**config.mk**
```make
export PLATFORM = sky130hd
export DESIGN_NAME = axil_mux
export DESIGN_NICKNAME = d
export VERILOG_FILES = /design/src/verilog/axil_pkg.sv /design/src/verilog/axil_bus_if.sv /design/src/verilog/axil_rr_arbiter.sv /design/src/verilog/axil_index_fifo.sv /design/src/verilog/axil_write_mux.sv /design/src/verilog/axil_read_mux.sv /design/src/verilog/axil_mux.sv
export VERILOG_INCLUDE_DIRS = /design/src /design/src/verilog
export SDC_FILE = /design/constraint.sdc
export NUM_CORES = 1
export LEC_CHECK = 0
export BUFFER_PORTS_ARGS = -buffer_cell sky130_fd_sc_hd__clkbuf_2
export CELL_PAD_IN_SITES_DETAIL_PLACEMENT = 0
export CELL_PAD_IN_SITES_GLOBAL_PLACEMENT = 1
export CORE_AREA = 2 2 297 299
export DETAILED_ROUTE_END_ITERATION = 10
export DIE_AREA = 0 0 299 301
export MAX_ROUTING_LAYER = met4
export PLACE_DENSITY_LB_ADDON = 0.1
export SLEW_MARGIN = 20
export SYNTH_ARGS = -nofsm -noshare
export SYNTH_HDL_FRONTEND = slang
export SYNTH_SLANG_ARGS = --single-unit
```
**constraint.sdc**
```tcl
create_clock -name clk_i -period 7.7 [get_ports clk_i]
set_input_delay 0.385 -clock clk_i [delete_from_list [all_inputs] [get_ports clk_i]]
set_output_delay 0.385 -clock clk_i [all_outputs]
set_load 0.02 [all_outputs]
```
**src/verilog/axil_defs.svh**
```systemverilog
`ifndef AXIL_DEFS_SVH
`define AXIL_DEFS_SVH

// Bus widths
`define AXIL_ADDR_W 32
`define AXIL_DATA_W 32
`define AXIL_STRB_W 4

// Upstream managers sharing the downstream bus
`define AXIL_N_PORTS 4

// Outstanding transactions per path and index FIFO depth
`define AXIL_MAX_TRANS 4

`endif

```
**src/verilog/axil_pkg.sv**
```systemverilog
`default_nettype none

`include "axil_defs.svh"

package axil_pkg;

  typedef enum logic [1:0] {
    OKAY   = 2'b00,
    EXOKAY = 2'b01,
    SLVERR = 2'b10,
    DECERR = 2'b11
  } axil_resp_e;

  typedef struct packed {
    logic [`AXIL_ADDR_W-1:0] addr;
    logic [2:0]              prot;
  } aw_chan_t;

  typedef struct packed {
    logic [`AXIL_ADDR_W-1:0] addr;
    logic [2:0]              prot;
  } ar_chan_t;

  typedef struct packed {
    logic [`AXIL_DATA_W-1:0] data;
    logic [`AXIL_STRB_W-1:0] strb;
  } w_chan_t;

  typedef struct packed {
    axil_resp_e resp;
  } b_chan_t;

  typedef struct packed {
    logic [`AXIL_DATA_W-1:0] data;
    axil_resp_e              resp;
  } r_chan_t;

  typedef logic [$clog2(`AXIL_N_PORTS)-1:0] port_idx_t;

endpackage

`default_nettype wire

```
**src/verilog/axil_bus_if.sv**
```systemverilog
`default_nettype none

// Downstream write channels AW, W and B
interface axil_wr_if;
  axil_pkg::aw_chan_t aw;
  logic               aw_valid;
  logic               aw_ready;
  axil_pkg::w_chan_t  w;
  logic               w_valid;
  logic               w_ready;
  axil_pkg::b_chan_t  b;
  logic               b_valid;
  logic               b_ready;

  modport mgr (
    output aw, aw_valid, w, w_valid, b_ready,
    input  aw_ready, w_ready, b, b_valid
  );

  modport sub (
    input  aw, aw_valid, w, w_valid, b_ready,
    output aw_ready, w_ready, b, b_valid
  );
endinterface

// Downstream read channels AR and R
interface axil_rd_if;
  axil_pkg::ar_chan_t ar;
  logic               ar_valid;
  logic               ar_ready;
  axil_pkg::r_chan_t  r;
  logic               r_valid;
  logic               r_ready;

  modport mgr (output ar, ar_valid, r_ready, input ar_ready, r, r_valid);
  modport sub (input ar, ar_valid, r_ready, output ar_ready, r, r_valid);
endinterface

`default_nettype wire

```
**src/verilog/axil_rr_arbiter.sv**
```systemverilog
`default_nettype none

`include "axil_defs.svh"

module axil_rr_arbiter (
  input  logic                     clk_i,
  input  logic                     rst_n_i,
  input  logic [`AXIL_N_PORTS-1:0] req_i,
  input  logic                     release_i,
  output logic                     gnt_valid_o,
  output axil_pkg::port_idx_t      gnt_idx_o
);

  typedef enum logic {IDLE, LOCKED} arb_state_e;

  arb_state_e          state_q;
  axil_pkg::port_idx_t ptr_q;      // Highest priority port
  axil_pkg::port_idx_t lock_idx_q;
  axil_pkg::port_idx_t pick_idx;
  logic                pick_found;

  // First requester at or after the pointer
  always_comb begin
    axil_pkg::port_idx_t cand;
    pick_found = 1'b0;
    pick_idx   = ptr_q;
    for (int i = 0; i < `AXIL_N_PORTS; i++) begin
      cand = axil_pkg::port_idx_t'((int'(ptr_q) + i) % `AXIL_N_PORTS);
      if (!pick_found && req_i[cand]) begin
        pick_found = 1'b1;
        pick_idx   = cand;
      end
    end
  end

  assign gnt_valid_o = (state_q == LOCKED) || pick_found;
  assign gnt_idx_o   = (state_q == LOCKED) ? lock_idx_q : pick_idx;

  always_ff @(posedge clk_i) begin
    if (!rst_n_i) begin
      state_q    <= IDLE;
      ptr_q      <= '0;
      lock_idx_q <= '0;
    end else if (gnt_valid_o && release_i) begin
      state_q <= IDLE;
      ptr_q   <= (gnt_idx_o == `AXIL_N_PORTS - 1) ? '0 :
                 axil_pkg::port_idx_t'(gnt_idx_o + 1'b1);
    end else if (state_q == IDLE && pick_found) begin
      state_q    <= LOCKED;  // Hold until released
      lock_idx_q <= pick_idx;
    end
  end

endmodule

`default_nettype wire

```
**src/verilog/axil_index_fifo.sv**
```systemverilog
`default_nettype none

`include "axil_defs.svh"

module axil_index_fifo (
  input  logic                clk_i,
  input  logic                rst_n_i,
  input  logic                push_i,
  input  axil_pkg::port_idx_t push_idx_i,
  input  logic                pop_i,
  output logic                full_o,
  output logic                empty_o,
  output axil_pkg::port_idx_t head_idx_o
);

  localparam int unsigned DEPTH = `AXIL_MAX_TRANS;
  localparam int unsigned PTR_W = (DEPTH > 1) ? $clog2(DEPTH) : 1;

  axil_pkg::port_idx_t        mem_q [DEPTH];
  logic [PTR_W-1:0]           wr_ptr_q;
  logic [PTR_W-1:0]           rd_ptr_q;
  logic [$clog2(DEPTH+1)-1:0] count_q;
  logic                       push_en;
  logic                       pop_en;

  assign full_o     = (count_q == DEPTH);
  assign empty_o    = (count_q == 0);
  assign head_idx_o = mem_q[rd_ptr_q];  // Valid while not empty

  assign push_en = push_i && !full_o;
  assign pop_en  = pop_i && !empty_o;

  always_ff @(posedge clk_i) begin
    if (push_en) mem_q[wr_ptr_q] <= push_idx_i;
  end

  always_ff @(posedge clk_i) begin
    if (!rst_n_i) begin
      wr_ptr_q <= '0;
      rd_ptr_q <= '0;
      count_q  <= '0;
    end else begin
      if (push_en) wr_ptr_q <= (wr_ptr_q == PTR_W'(DEPTH - 1)) ? '0 : wr_ptr_q + 1'b1;
      if (pop_en) rd_ptr_q <= (rd_ptr_q == PTR_W'(DEPTH - 1)) ? '0 : rd_ptr_q + 1'b1;
      case ({push_en, pop_en})
        2'b10:   count_q <= count_q + 1'b1;
        2'b01:   count_q <= count_q - 1'b1;
        default: count_q <= count_q;
      endcase
    end
  end

endmodule

`default_nettype wire

```
**src/verilog/axil_write_mux.sv**
```systemverilog
`default_nettype none

`include "axil_defs.svh"

module axil_write_mux (
  input  logic                                   clk_i,
  input  logic                                   rst_n_i,
  input  axil_pkg::aw_chan_t [`AXIL_N_PORTS-1:0] up_aw_i,
  input  logic               [`AXIL_N_PORTS-1:0] up_aw_valid_i,
  output logic               [`AXIL_N_PORTS-1:0] up_aw_ready_o,
  input  axil_pkg::w_chan_t  [`AXIL_N_PORTS-1:0] up_w_i,
  input  logic               [`AXIL_N_PORTS-1:0] up_w_valid_i,
  output logic               [`AXIL_N_PORTS-1:0] up_w_ready_o,
  output axil_pkg::b_chan_t  [`AXIL_N_PORTS-1:0] up_b_o,
  output logic               [`AXIL_N_PORTS-1:0] up_b_valid_o,
  input  logic               [`AXIL_N_PORTS-1:0] up_b_ready_i,
  axil_wr_if.mgr                                 bus
);

  logic [`AXIL_N_PORTS-1:0] req;
  logic                     gnt_valid;
  axil_pkg::port_idx_t      gnt_idx;
  logic                     aw_done_q;
  logic                     w_done_q;
  logic                     aw_fire;
  logic                     w_fire;
  logic                     wr_release;
  logic                     fifo_full;
  logic                     fifo_empty;
  axil_pkg::port_idx_t      head_idx;

  // A port competes only with both AW and W present
  assign req = up_aw_valid_i & up_w_valid_i & {`AXIL_N_PORTS{!fifo_full}};

  axil_rr_arbiter u_arb (
    .clk_i       (clk_i),
    .rst_n_i     (rst_n_i),
    .req_i       (req),
    .release_i   (wr_release),
    .gnt_valid_o (gnt_valid),
    .gnt_idx_o   (gnt_idx)
  );

  assign bus.aw       = up_aw_i[gnt_idx];
  assign bus.aw_valid = gnt_valid && !aw_done_q;
  assign bus.w        = up_w_i[gnt_idx];
  assign bus.w_valid  = gnt_valid && !w_done_q;

  assign aw_fire    = bus.aw_valid && bus.aw_ready;
  assign w_fire     = bus.w_valid && bus.w_ready;
  assign wr_release = gnt_valid && (aw_done_q || aw_fire) && (w_done_q || w_fire);

  always_ff @(posedge clk_i) begin
    if (!rst_n_i || wr_release) begin
      aw_done_q <= 1'b0;
      w_done_q  <= 1'b0;
    end else begin
      if (aw_fire) aw_done_q <= 1'b1;
      if (w_fire) w_done_q <= 1'b1;
    end
  end

  axil_index_fifo u_idx_fifo (
    .clk_i      (clk_i),
    .rst_n_i    (rst_n_i),
    .push_i     (wr_release),
    .push_idx_i (gnt_idx),
    .pop_i      (bus.b_valid && bus.b_ready),
    .full_o     (fifo_full),
    .empty_o    (fifo_empty),
    .head_idx_o (head_idx)
  );

  // B goes back to the oldest outstanding writer
  assign bus.b_ready = !fifo_empty && up_b_ready_i[head_idx];

  always_comb begin
    up_aw_ready_o          = '0;
    up_w_ready_o           = '0;
    up_b_valid_o           = '0;
    up_aw_ready_o[gnt_idx] = aw_fire;
    up_w_ready_o[gnt_idx]  = w_fire;
    up_b_valid_o[head_idx] = bus.b_valid && !fifo_empty;
    for (int i = 0; i < `AXIL_N_PORTS; i++) up_b_o[i] = bus.b;
  end

endmodule

`default_nettype wire

```
**src/verilog/axil_read_mux.sv**
```systemverilog
`default_nettype none

`include "axil_defs.svh"

module axil_read_mux (
  input  logic                                   clk_i,
  input  logic                                   rst_n_i,
  input  axil_pkg::ar_chan_t [`AXIL_N_PORTS-1:0] up_ar_i,
  input  logic               [`AXIL_N_PORTS-1:0] up_ar_valid_i,
  output logic               [`AXIL_N_PORTS-1:0] up_ar_ready_o,
  output axil_pkg::r_chan_t  [`AXIL_N_PORTS-1:0] up_r_o,
  output logic               [`AXIL_N_PORTS-1:0] up_r_valid_o,
  input  logic               [`AXIL_N_PORTS-1:0] up_r_ready_i,
  axil_rd_if.mgr                                 bus
);

  logic                gnt_valid;
  axil_pkg::port_idx_t gnt_idx;
  logic                ar_fire;
  logic                fifo_full;
  logic                fifo_empty;
  axil_pkg::port_idx_t head_idx;

  axil_rr_arbiter u_arb (
    .clk_i       (clk_i),
    .rst_n_i     (rst_n_i),
    .req_i       (up_ar_valid_i & {`AXIL_N_PORTS{!fifo_full}}),
    .release_i   (ar_fire),
    .gnt_valid_o (gnt_valid),
    .gnt_idx_o   (gnt_idx)
  );

  assign bus.ar       = up_ar_i[gnt_idx];
  assign bus.ar_valid = gnt_valid;
  assign ar_fire      = bus.ar_valid && bus.ar_ready;  // Also ends the grant

  axil_index_fifo u_idx_fifo (
    .clk_i      (clk_i),
    .rst_n_i    (rst_n_i),
    .push_i     (ar_fire),
    .push_idx_i (gnt_idx),
    .pop_i      (bus.r_valid && bus.r_ready),
    .full_o     (fifo_full),
    .empty_o    (fifo_empty),
    .head_idx_o (head_idx)
  );

  assign bus.r_ready = !fifo_empty && up_r_ready_i[head_idx];

  always_comb begin
    up_ar_ready_o          = '0;
    up_r_valid_o           = '0;
    up_ar_ready_o[gnt_idx] = ar_fire;
    up_r_valid_o[head_idx] = bus.r_valid && !fifo_empty;
    for (int i = 0; i < `AXIL_N_PORTS; i++) up_r_o[i] = bus.r;
  end

endmodule

`default_nettype wire

```
**src/verilog/axil_mux.sv**
```systemverilog
`default_nettype none

`include "axil_defs.svh"

module axil_mux (
  input  logic                                   clk_i,
  input  logic                                   rst_n_i,
  // Upstream managers
  input  axil_pkg::aw_chan_t [`AXIL_N_PORTS-1:0] up_aw_i,
  input  logic               [`AXIL_N_PORTS-1:0] up_aw_valid_i,
  output logic               [`AXIL_N_PORTS-1:0] up_aw_ready_o,
  input  axil_pkg::w_chan_t  [`AXIL_N_PORTS-1:0] up_w_i,
  input  logic               [`AXIL_N_PORTS-1:0] up_w_valid_i,
  output logic               [`AXIL_N_PORTS-1:0] up_w_ready_o,
  output axil_pkg::b_chan_t  [`AXIL_N_PORTS-1:0] up_b_o,
  output logic               [`AXIL_N_PORTS-1:0] up_b_valid_o,
  input  logic               [`AXIL_N_PORTS-1:0] up_b_ready_i,
  input  axil_pkg::ar_chan_t [`AXIL_N_PORTS-1:0] up_ar_i,
  input  logic               [`AXIL_N_PORTS-1:0] up_ar_valid_i,
  output logic               [`AXIL_N_PORTS-1:0] up_ar_ready_o,
  output axil_pkg::r_chan_t  [`AXIL_N_PORTS-1:0] up_r_o,
  output logic               [`AXIL_N_PORTS-1:0] up_r_valid_o,
  input  logic               [`AXIL_N_PORTS-1:0] up_r_ready_i,
  // Shared downstream bus
  output axil_pkg::aw_chan_t                     mst_aw_o,
  output logic                                   mst_aw_valid_o,
  input  logic                                   mst_aw_ready_i,
  output axil_pkg::w_chan_t                      mst_w_o,
  output logic                                   mst_w_valid_o,
  input  logic                                   mst_w_ready_i,
  input  axil_pkg::b_chan_t                      mst_b_i,
  input  logic                                   mst_b_valid_i,
  output logic                                   mst_b_ready_o,
  output axil_pkg::ar_chan_t                     mst_ar_o,
  output logic                                   mst_ar_valid_o,
  input  logic                                   mst_ar_ready_i,
  input  axil_pkg::r_chan_t                      mst_r_i,
  input  logic                                   mst_r_valid_i,
  output logic                                   mst_r_ready_o
);

  axil_wr_if wr_bus ();
  axil_rd_if rd_bus ();

  axil_write_mux u_write_mux (
    .clk_i         (clk_i),
    .rst_n_i       (rst_n_i),
    .up_aw_i       (up_aw_i),
    .up_aw_valid_i (up_aw_valid_i),
    .up_aw_ready_o (up_aw_ready_o),
    .up_w_i        (up_w_i),
    .up_w_valid_i  (up_w_valid_i),
    .up_w_ready_o  (up_w_ready_o),
    .up_b_o        (up_b_o),
    .up_b_valid_o  (up_b_valid_o),
    .up_b_ready_i  (up_b_ready_i),
    .bus           (wr_bus)
  );

  axil_read_mux u_read_mux (
    .clk_i         (clk_i),
    .rst_n_i       (rst_n_i),
    .up_ar_i       (up_ar_i),
    .up_ar_valid_i (up_ar_valid_i),
    .up_ar_ready_o (up_ar_ready_o),
    .up_r_o        (up_r_o),
    .up_r_valid_o  (up_r_valid_o),
    .up_r_ready_i  (up_r_ready_i),
    .bus           (rd_bus)
  );

  // Write channels to the pins
  assign mst_aw_o        = wr_bus.aw;
  assign mst_aw_valid_o  = wr_bus.aw_valid;
  assign wr_bus.aw_ready = mst_aw_ready_i;
  assign mst_w_o         = wr_bus.w;
  assign mst_w_valid_o   = wr_bus.w_valid;
  assign wr_bus.w_ready  = mst_w_ready_i;
  assign wr_bus.b        = mst_b_i;
  assign wr_bus.b_valid  = mst_b_valid_i;
  assign mst_b_ready_o   = wr_bus.b_ready;

  assign mst_ar_o        = rd_bus.ar;
  assign mst_ar_valid_o  = rd_bus.ar_valid;
  assign rd_bus.ar_ready = mst_ar_ready_i;
  assign rd_bus.r        = mst_r_i;
  assign rd_bus.r_valid  = mst_r_valid_i;
  assign mst_r_ready_o   = rd_bus.r_ready;

endmodule

`default_nettype wire

```
Yosys cells after proc, flatten, opt, wreduce, memory -nomap -nowiden
Memories as Yosys holds them, arrays and structs flattened. A register that Yosys moved wholly into a read port is not among the register bits.
Cells that the tools add are included.
{"block": "op_classes", "add_sub_neg": 16, "multipliers": 0, "n_div": 0, "magnitude_cmp": 16, "n_eq_ne": 12, "shift": 0, "muxes": 66, "bitwise_logic": 13, "reduce_logical": 57}
{"operator": "$bmux W35 S2", "count": 2}
{"operator": "$bmux W36 S2", "count": 1}
{"operator": "$mux W35", "count": 2}
{"operator": "$lt A2 B3 Y1 const B", "count": 12}
{"operator": "$mux W2", "count": 18}
{"operator": "$mux W36", "count": 1}
{"operator": "$and A4 B4 Y4", "count": 8}
{"operator": "$logic_and A1 B1 Y1", "count": 31}
{"operator": "$mux W1", "count": 26}
{"operator": "$bmux W1 S2", "count": 10}
{"operator": "$add A2 B1 Y2 const B", "count": 8}
{"operator": "$eq A2 B2 Y1 const B", "count": 8}
{"operator": "$logic_not A1 Y1", "count": 13}
{"operator": "$pmux W3 S2", "count": 2}
{"operator": "$add A2 B2 Y2 const B", "count": 4}
{"operator": "$demux W1 S2", "count": 4}
{"operator": "$ge A2 B1 Y1 const B", "count": 4}
{"operator": "$add A3 B1 Y3 const B", "count": 2}
{"operator": "$eq A3 B3 Y1 const B", "count": 2}
{"operator": "$logic_not A3 Y1", "count": 2}
{"operator": "$sub A3 B1 Y3 const B", "count": 2}
{"operator": "$logic_or A1 B1 Y1", "count": 5}
{"operator": "$not A1 Y1", "count": 5}
{"operator": "$eq A2 B1 Y1 const B", "count": 2}
{"operator": "3 further kinds", "count": 6}
{"block": "totals", "register_bits": 26, "latch_bits": 0, "mem_bits_rw": 16, "mem_bits_ro": 0, "input_bits": 487, "output_inout_bits": 275, "word_cells": 196, "n_memories": 2}
{"memory": "u_read_mux.u_idx_fifo.mem_q", "words": 4, "width": 2, "read_ports": 1, "rd_ports_with_merged_regs": 1, "write_ports": 1, "line": "axil_index_fifo.sv:19", "rtl": "axil_pkg::port_idx_t mem_q [DEPTH];"}
{"memory": "u_write_mux.u_idx_fifo.mem_q", "words": 4, "width": 2, "read_ports": 1, "rd_ports_with_merged_regs": 1, "write_ports": 1, "line": "axil_index_fifo.sv:19"}

Depth between registers and ports, before layout
Gate-level depths: netlist of run 1.
{"block": "logic_depth", "depth_word": 24, "mapped_depth": 12, "mapped_depth_nobuf": 12}

Cells and area by module
From an unflattened synthesis of run 1, not the netlist that was laid out.
{"block": "unflattened", "cells_unflattened": 547, "area_unflattened_um2": 6353.6}
{"module": "axil_write_mux", "n_inst": 1, "cells_per_inst": 133, "area_each_um2": 2085.8}
{"module": "axil_read_mux", "n_inst": 1, "cells_per_inst": 198, "area_each_um2": 2013.2}
{"module": "axil_index_fifo", "n_inst": 2, "cells_per_inst": 66, "area_each_um2": 779.5}
{"module": "axil_rr_arbiter", "n_inst": 2, "cells_per_inst": 42, "area_each_um2": 347.8}

Worst setup path before layout of run 1
Ideal clock, no wire load.
{"block": "synth_path", "path_kind": "register -> register", "from": "reg with a tool-made name", "to": "reg u_read_mux.u_idx_fifo.count_q[2]", "setup_time_ns": 0.076, "arrival_time_ns": 2.726, "slack_ns": 4.899, "path_stages_with_launch": 11, "path_cell_list": "dfxtp_1 -> mux4_2 -> inv_1 -> o311ai_0 -> o22ai_1 -> ha_1 -> inv_1 -> fa_1 -> xor2_1 -> or3_1 -> a21boi_0"}
{"element": "to (signal assigned)", "line": "axil_index_fifo.sv:46", "rtl": "2'b10: count_q <= count_q + 1'b1;"}
{"element": "to (signal assigned)", "line": "axil_index_fifo.sv:47", "rtl": "2'b01: count_q <= count_q - 1'b1;"}
{"element": "to (signal assigned)", "line": "axil_index_fifo.sv:48", "rtl": "default: count_q <= count_q;"}
{"element": "to (decl)", "line": "axil_index_fifo.sv:22", "rtl": "logic [$clog2(DEPTH+1)-1:0] count_q;"}

==> summary.md, run 1 <==
| Metric | Value |
|---|---|
| Placed cell areas | `14,760 um2` |
| Global-route total usage across every layer | `0.1377` |
| Yosys warns | `0` |
| Number of hold buffers added after cts | `0` |
| Slowest cell on crit path | `sky130_fd_sc_hd__buf_4` |
| Num rows | `108` |
| Top_reg_cell synth | `sky130_fd_sc_hd__dfxtp_1` |
| Post-synth design cell area | `12,000 um2` |
| Crit path max-delay family | `buffers and inverters` |
| Layout Skew | `0.009818 ns` |
| Fin area | `14,990 um2` |
| Critical path arrival | `4.05 ns` |
| Setup TNS Final | `0 ns` |
| Avg Synthesized Cell Area | `8.159 um2` |
| Clock H-tree levels | `2` |
| Final period utilization | `0.5757` |
| Normalized max-slew margin | `0.1599` |
| Post-Syn Nets | `1,980` |
| Total area of multi-input combinational cells | `9075 um2` |
| Postcts setup bufs | `0` |
| Worst flop-to-flop path startpoint | `u_read_mux.u_idx_fifo.count_q[2]` |
| GPL Wtd Cong | `0.8626` |
| Areal power density over the cells | `164.4 nW/um2` |
| Total wire length | `64.50 mm` |
| Worst-case setup slack after placement | `3.637 ns` |
| Internal power | `1196 uW` |
| Crit path max fanout | `89` |
| Antenna violations before repair | `32` |
| Buffer cell driving the clock tree root | `sky130_fd_sc_hd__clkbuf_16` |
| Initial DRC Count | `1,312` |
| Remaining Overflow, GRT | `0` |
| Yosys reg bits | `46` |
| Logic depth of the worst register-to-register path | `8` |
| Run status | `complete, no violations` |
| Fin. Hold Viols | `0` |
| Critical Path, Cell by Cell | `buf_4 -> buf_4 -> mux2_2 -> a222oi_1 -> a21oi_1 -> mux2_2 -> clkbuf_2` |
| Share of post-route cells with drive strength above 1 | `0.4715` |
| Wire length of the first global-routing pass | `91.83 mm` |
| Net Switching | `1268 uW` |
| Leakage dissipation | `0.006468 uW` |
| Via count | `13,410` |
| Largest net degree at the start of global routing | `215` |
| Max Transition Viols Final | `0` |
| Worst path depth | `7` |
| Launch point of the worst hold path | `mst_ar_ready_i` |
| Setup WS post-layout | `3.267 ns` |
| Nature of the critical path startpoint | `flip-flop` |
| Residual antenna-violating net count after detailed routing | `0` |
| Via count of the first global-routing pass | `12,900` |
| Die Y-Extent | `301 um` |
| Combinational group share of total power | `0.758` |
| Final cell utilization of the core | `0.1734` |
| Synth unique cells | `50` |
| Required time reported for the critical path endpoint | `7.32 ns` |
| Die outline width | `299 um` |
| Number of clock sinks seen by CTS | `46` |
| CTS tree | `done` |
| Peak supply drop | `0.1038 mV` |
| First-pass detailed-route iteration total | `9` |
| Start-to-end type of the worst setup path | `reg2out` |
| Area growth from synthesis to layout | `24.93%` |
| Critical path buffer and inverter count | `3` |
| Number of buffers inserted by port buffering | `581` |
| Top-Level Pins | `762` |
| Effective utilization at floorplan | `0.1388` |
| Measured slew at the worst slew-check pin | `1.260 ns` |
| Drt drc | `0` |
| Fraction of registers with async set or reset after synthesis | `0` |
| Crit. Startpoint | `u_write_mux.u_arb.lock_idx_q[0]` |
| Hold crit path type | `in2reg` |
| RSZ-0062 raised after global routing | `no` |
| Longest individual stage delay on the worst path | `0.82 ns` |
| Clock insertion delay at the later pin of the skew report | `0.30 ns` |
| Die footprint | `90,000 um2` |
| Share of power burned in registers | `0.141` |
| Part of the Yosys area used for sequential elements | `0.09008` |
| # resized after CTS | `0` |
| Area taken by flip-flops and latches | `1089 um2` |
| Per-cell routed wire length | `21.85 um` |
| Setup violations, final | `0` |
| Fin nets | `2,277` |
| Routed via count divided by cell count | `4.542` |
| Number of maximum-capacitance constraint violations | `0` |
| Clock transition at the registers of the reported paths | `0.07 ns` |
| Fraction of power spent switching nets | `0.5145` |
| CORE AREA | `86,480 um2` |
| Minimum hold slack | `0.2822 ns` |
| Placed wire-length estimate after detailed placement | `47.34 mm` |
| Number of flops mapped to enable cells by yosys | `16` |
| Worst hold path cell count | `2` |
| Maximum clock frequency | `225.6 MHz` |
| Minimum period implied by the final worst setup slack | `4.433 ns` |
| Number of buffers on the longest clock path | `2` |
| Clock power share | `0.101` |
| Total CTS buffers | `5` |
| Type of destination of the critical path | `primary output` |
| Synth Instances | `1,471` |
| Final-layout fill cell count | `9,877` |
-- registers in the layout, indices dropped and copies added, names as in the netlist, 3 cells and up, named ones only --
| name | flops |
|---|---|
| u_read_mux.u_idx_fifo.count_q | 3 |
| u_write_mux.u_idx_fifo.mem_q | 8 |
| u_read_mux.u_idx_fifo.mem_q | 8 |
| u_write_mux.u_idx_fifo.count_q | 3 |
-- final timing paths --
kind	slack, ns	to
worst max-delay path	3.27	mst_aw_o[11]
worst min-delay path	0.28	u_read_mux.u_arb.state_q
worst max register to register	4.32	u_read_mux.u_arb.ptr_q[1]
worst min register to register	0.47	u_read_mux.u_arb.lock_idx_q[1]
-- through the flow --
step	total power, uW	std cells
floorplan	1698	1471
global placement	2249	2916
detailed placement	2253	2916
CTS	2518	2924
global route	2670	2949
finish	2464	2952
-- placed cells by master, fill, tap and decap left out, types with 15 or more instances in the layout --
cell	count
sky130_fd_sc_hd__clkbuf_2	581
sky130_fd_sc_hd__mux2_2	214
sky130_fd_sc_hd__and3_1	156
sky130_fd_sc_hd__a21oi_1	153
sky130_fd_sc_hd__a211oi_1	143
sky130_fd_sc_hd__a222oi_1	142
sky130_fd_sc_hd__mux2i_1	113
sky130_fd_sc_hd__diode_2	28
sky130_fd_sc_hd__dfxtp_1	28
sky130_fd_sc_hd__nor2_1	22
sky130_fd_sc_hd__inv_1	21
sky130_fd_sc_hd__nand2_1	20
sky130_fd_sc_hd__ha_1	20
sky130_fd_sc_hd__edfxtp_1	16
sky130_fd_sc_hd__and2_1	15
-- area by class of cell --
class | instances | share of cell area
multi-input combinational | 1096 | 0.6053
sequential | 46 | 0.07260
inverter | 21 | 0.005257
clock buffer | 6 | 0.008596
timing repair buffer | 598 | 0.2050
tap | 1155 | 0.09639
clock inverter | 2 | 0.002253
antenna | 28 | 0.004673
-- power by group through the flow --
| stage | Clock (uW) | Combinational [uW] | Sequential (uW) |
|---|---|---|---|
| global placement | 0 | 1900 | 353 |
| floorplan | 0 | 1380 | 321 |
| global route | 271 | 2040 | 357 |
| detailed placement | 0 | 1900 | 354 |
| finish | 249 | 1870 | 348 |
| CTS | 263 | 1910 | 349 |
-- worst register-to-register path, stage by stage, from the launching register on --
cell and delay [ns]:
sky130_fd_sc_hd__dfxtp_1 0.40, sky130_fd_sc_hd__nor3b_1 0.70, sky130_fd_sc_hd__o22ai_1 0.26, sky130_fd_sc_hd__o21ai_4 0.79
sky130_fd_sc_hd__buf_4 0.48, sky130_fd_sc_hd__inv_1 0.13, sky130_fd_sc_hd__ha_1 0.31, sky130_fd_sc_hd__a21oi_1 0.13
sky130_fd_sc_hd__nor2b_1 0.06
-- synthesized netlist by cell type, types with 10 or more instances --
cell type	count	area [um2]
sky130_fd_sc_hd__mux2_2	214	2410
sky130_fd_sc_hd__and3_1	157	982.2
sky130_fd_sc_hd__a21oi_1	153	765.7
sky130_fd_sc_hd__buf_4	144	1081
sky130_fd_sc_hd__a211oi_1	143	1074
sky130_fd_sc_hd__a222oi_1	142	1421
sky130_fd_sc_hd__clkbuf_1	113	424.2
sky130_fd_sc_hd__mux2i_1	113	1131
sky130_fd_sc_hd__buf_2	39	195.2
sky130_fd_sc_hd__dfxtp_1	30	600.6
sky130_fd_sc_hd__nor2_1	22	82.58
sky130_fd_sc_hd__inv_1	21	78.83
sky130_fd_sc_hd__nand2_1	21	78.83
sky130_fd_sc_hd__ha_1	20	250.2
sky130_fd_sc_hd__edfxtp_1	16	480.5
sky130_fd_sc_hd__and2_1	15	93.84
sky130_fd_sc_hd__o21ai_0	15	75.07
sky130_fd_sc_hd__nor2b_1	14	87.58
sky130_fd_sc_hd__buf_6	10	112.6
-- logic make-up after synthesis --
logic type                 after synthesis  share of synthesized area
xor gates and xnor gates                 4                   0.002920
and+or+nand+nor                        256                     0.1250
adders and majority gates               22                    0.02419
DFF                                     46                    0.09008
AOI/OAI and AO/OA                      483                     0.2970
buffers and inverters                  329                     0.1583
muxes                                  331                     0.3025
-- per-layer routing --
layer	GRT usage	share of wire	vias up
met5	-	0	-
met4	0.02226	0.010	0
met3	0.03874	0.069	60
met2	0.2152	0.47	430
met1	0.1786	0.45	6501
li1	-	-	6416
No activity file was read; power rests on OpenSTA's default activity.
==> inputs of run 2 (changes only) <==
==> constraint.sdc (replaced) <==
create_clock -name clk_i -period 4.3 [get_ports clk_i]
set_input_delay 0.215 -clock clk_i [delete_from_list [all_inputs] [get_ports clk_i]]
set_output_delay 0.215 -clock clk_i [all_outputs]
set_load 0.02 [all_outputs]
==> summary.md, run 2 (synthesis results as in run 1) <==
| Metric | Value |
|---|---|
| Per-cell routed wire length | `21.69 um` |
| Number of hold buffers added after cts | `0` |
| Residual antenna-violating net count after detailed routing | `0` |
| RSZ-0062 raised after global routing | `no` |
| Dpl cells | `2,935` |
| M3 GR Usage | `0.03478` |
| Num rows | `108` |
| Setup violations, final | `0` |
| Fin nets | `2,296` |
| Max Transition Viols Final | `0` |
| Normalized max-slew margin | `0.2911` |
| Areal power density over the cells | `295.2 nW/um2` |
| Total wire length | `64.30 mm` |
| Global-route total usage across every layer | `0.1365` |
| Nature of the critical path startpoint | `flip-flop` |
| Peak-usage layer in the global routing report | `met2` |
| CORE AREA | `86,480 um2` |
| Crit path max fanout | `30` |
| Postcts setup bufs | `0` |
| Top-Level Pins | `762` |
| Leakage dissipation | `0.006603 uW` |
| Clock insertion delay at the later pin of the skew report | `0.29 ns` |
| Clock power share | `0.099` |
| Largest net degree at the start of global routing | `165` |
| Peak supply drop | `0.1412 mV` |
| Clock transition at the registers of the reported paths | `0.06 ns` |
| Most common cell after layout, fill and taps aside | `sky130_fd_sc_hd__clkbuf_2` |
| GPL Wtd Cong | `0.8636` |
| Initial DRC Count | `1,324` |
| Most used cells in the layout excluding fill and tap cells | `sky130_fd_sc_hd__clkbuf_2, sky130_fd_sc_hd__mux2_2, sky130_fd_sc_hd__and3_1, sky130_fd_sc_hd__a21oi_1, sky130_fd_sc_hd__a211oi_1` |
| Number of clock sinks seen by CTS | `46` |
| Effective utilization at floorplan | `0.1388` |
| Type of destination of the critical path | `primary output` |
| Share of power burned in registers | `0.135` |
| Setup TNS Final | `0 ns` |
| Fin. Hold Viols | `0` |
| Die footprint | `90,000 um2` |
| Number of buffers inserted by port buffering | `581` |
| Layout Skew | `0.004507 ns` |
| Clock H-tree levels | `2` |
| Final period utilization | `0.7861` |
| Combinational group share of total power | `0.766` |
| Required time reported for the critical path endpoint | `4.09 ns` |
| Final Instance Count excl. Fillers | `2,964` |
| # resized after CTS | `0` |
| Met2 layer usage reported by global route | `0.2186` |
| Minimum period implied by the final worst setup slack | `3.380 ns` |
| Fraction of power spent switching nets | `0.5103` |
| Critical path arrival | `3.17 ns` |
| Die Y-Extent | `301 um` |
| Total CTS buffers | `5` |
| Share of post-route cells with drive strength above 1 | `0.4776` |
| Number of buffers on the longest clock path | `2` |
| Via count | `13,560` |
| Internal power | `2204 uW` |
| Area taken by flip-flops and latches | `1089 um2` |
| Start-to-end type of the worst setup path | `reg2out` |
| Met1 track demand over resource | `0.1766` |
| First-pass detailed-route iteration total | `6` |
| Die outline width | `299 um` |
| Final-layout fill cell count | `9,946` |
| Drt drc | `0` |
| Hold crit path type | `in2reg` |
| Wire length of the first global-routing pass | `91.22 mm` |
| Measured slew at the worst slew-check pin | `1.063 ns` |
| CTS tree | `done` |
| Via count of the first global-routing pass | `13,100` |
| Total area of multi-input combinational cells | `9075 um2` |
| Buffer cell driving the clock tree root | `sky130_fd_sc_hd__clkbuf_16` |
| Antenna violations before repair | `28` |
| Net Switching | `2297 uW` |
| Remaining Overflow, GRT | `0` |
| Placed wire-length estimate after detailed placement | `48.28 mm` |
| Routed via count divided by cell count | `4.576` |
| Maximum clock frequency | `295.8 MHz` |
| Largest registers in the final layout | `u_read_mux.u_idx_fifo.mem_q (8), u_write_mux.u_idx_fifo.mem_q (8)` |
| Number of maximum-capacitance constraint violations | `0` |
| Run status | `complete, no violations` |
| Area growth from synthesis to layout | `27.04%` |
## run 2: changes by cell type in the layout (fill, tap and decap cells not counted), sizes merged
| cell | before | now |
|---|---|---|
| diode | 28 | 21 |
| clkinv | 1 | 0 |
| clkinvlp | 0 | 1 |
| buf | 17 | 36 |
## run 2: area by class of cell
class	count	share of cell area
multi-input cells	1096	0.5952
clock inverters	2	0.002462
diodes	21	0.003447
inverters	21	0.005170
well taps	1155	0.09478
repair buffers	617	0.2191
clock buffers	6	0.008452
flip-flops and latches	46	0.07139
## run 2: final timing paths
kind	from	to	slack, ns	cells after the start
worst max-delay path	u_write_mux.u_idx_fifo.count_q[2]	mst_w_o[7]	0.92	9
worst min-delay path	mst_ar_ready_i	u_read_mux.u_arb.state_q	0.14	2
worst max register to register	flip-flop	u_read_mux.u_idx_fifo.count_q[2]	1.16	10
worst min register to register	u_read_mux.u_arb.lock_idx_q[1]	u_read_mux.u_arb.lock_idx_q[1]	0.47	2
## run 2: power by group through the flow
stage / combinational, uW / sequential [uW] / clock, uW
after global placement: 3490 / 617 / 0
after global routing: 3760 / 621 / 477
after detailed placement: 3500 / 618 / 0
after floorplan: 2470 / 574 / 0
after CTS: 3510 / 609 / 460
final: 3450 / 608 / 443
## run 2: layer usage
layer  wire [um]  vias up
met3        4398       50
met1       28440     6582
met2       30950      508
met5           0        -
met4         516        0
li1            -     6422
## run 2: through the flow
step | utilization | hold slack (ns) | power [uW] | area (um2) | worst slack (ns)
after floorplan | - | 0.2911 | 3040 | 12000 | 1.499
after global placement | 0.1738 | 0.4303 | 4105 | 15030 | 1.132
after detailed placement | 0.1738 | 0.4303 | 4120 | 15030 | 1.128
after CTS | 0.1757 | 0.1317 | 4584 | 15190 | 0.8489
after global routing | 0.1763 | 0.1467 | 4861 | 15250 | 0.6938
final | 0.1763 | 0.1373 | 4501 | 15250 | 0.9198
## run 2: critical path, cell delays in order (launching register included)
cell and delay, ns:
sky130_fd_sc_hd__dfxtp_1 0.39, sky130_fd_sc_hd__nor3b_4 0.38, sky130_fd_sc_hd__o21a_1 0.23, sky130_fd_sc_hd__a2bb2oi_4 0.50, sky130_fd_sc_hd__buf_12 0.29, sky130_fd_sc_hd__buf_4 0.37, sky130_fd_sc_hd__a211oi_1 0.09, sky130_fd_sc_hd__a21oi_1 0.17
sky130_fd_sc_hd__mux2_2 0.23, sky130_fd_sc_hd__clkbuf_2 0.18
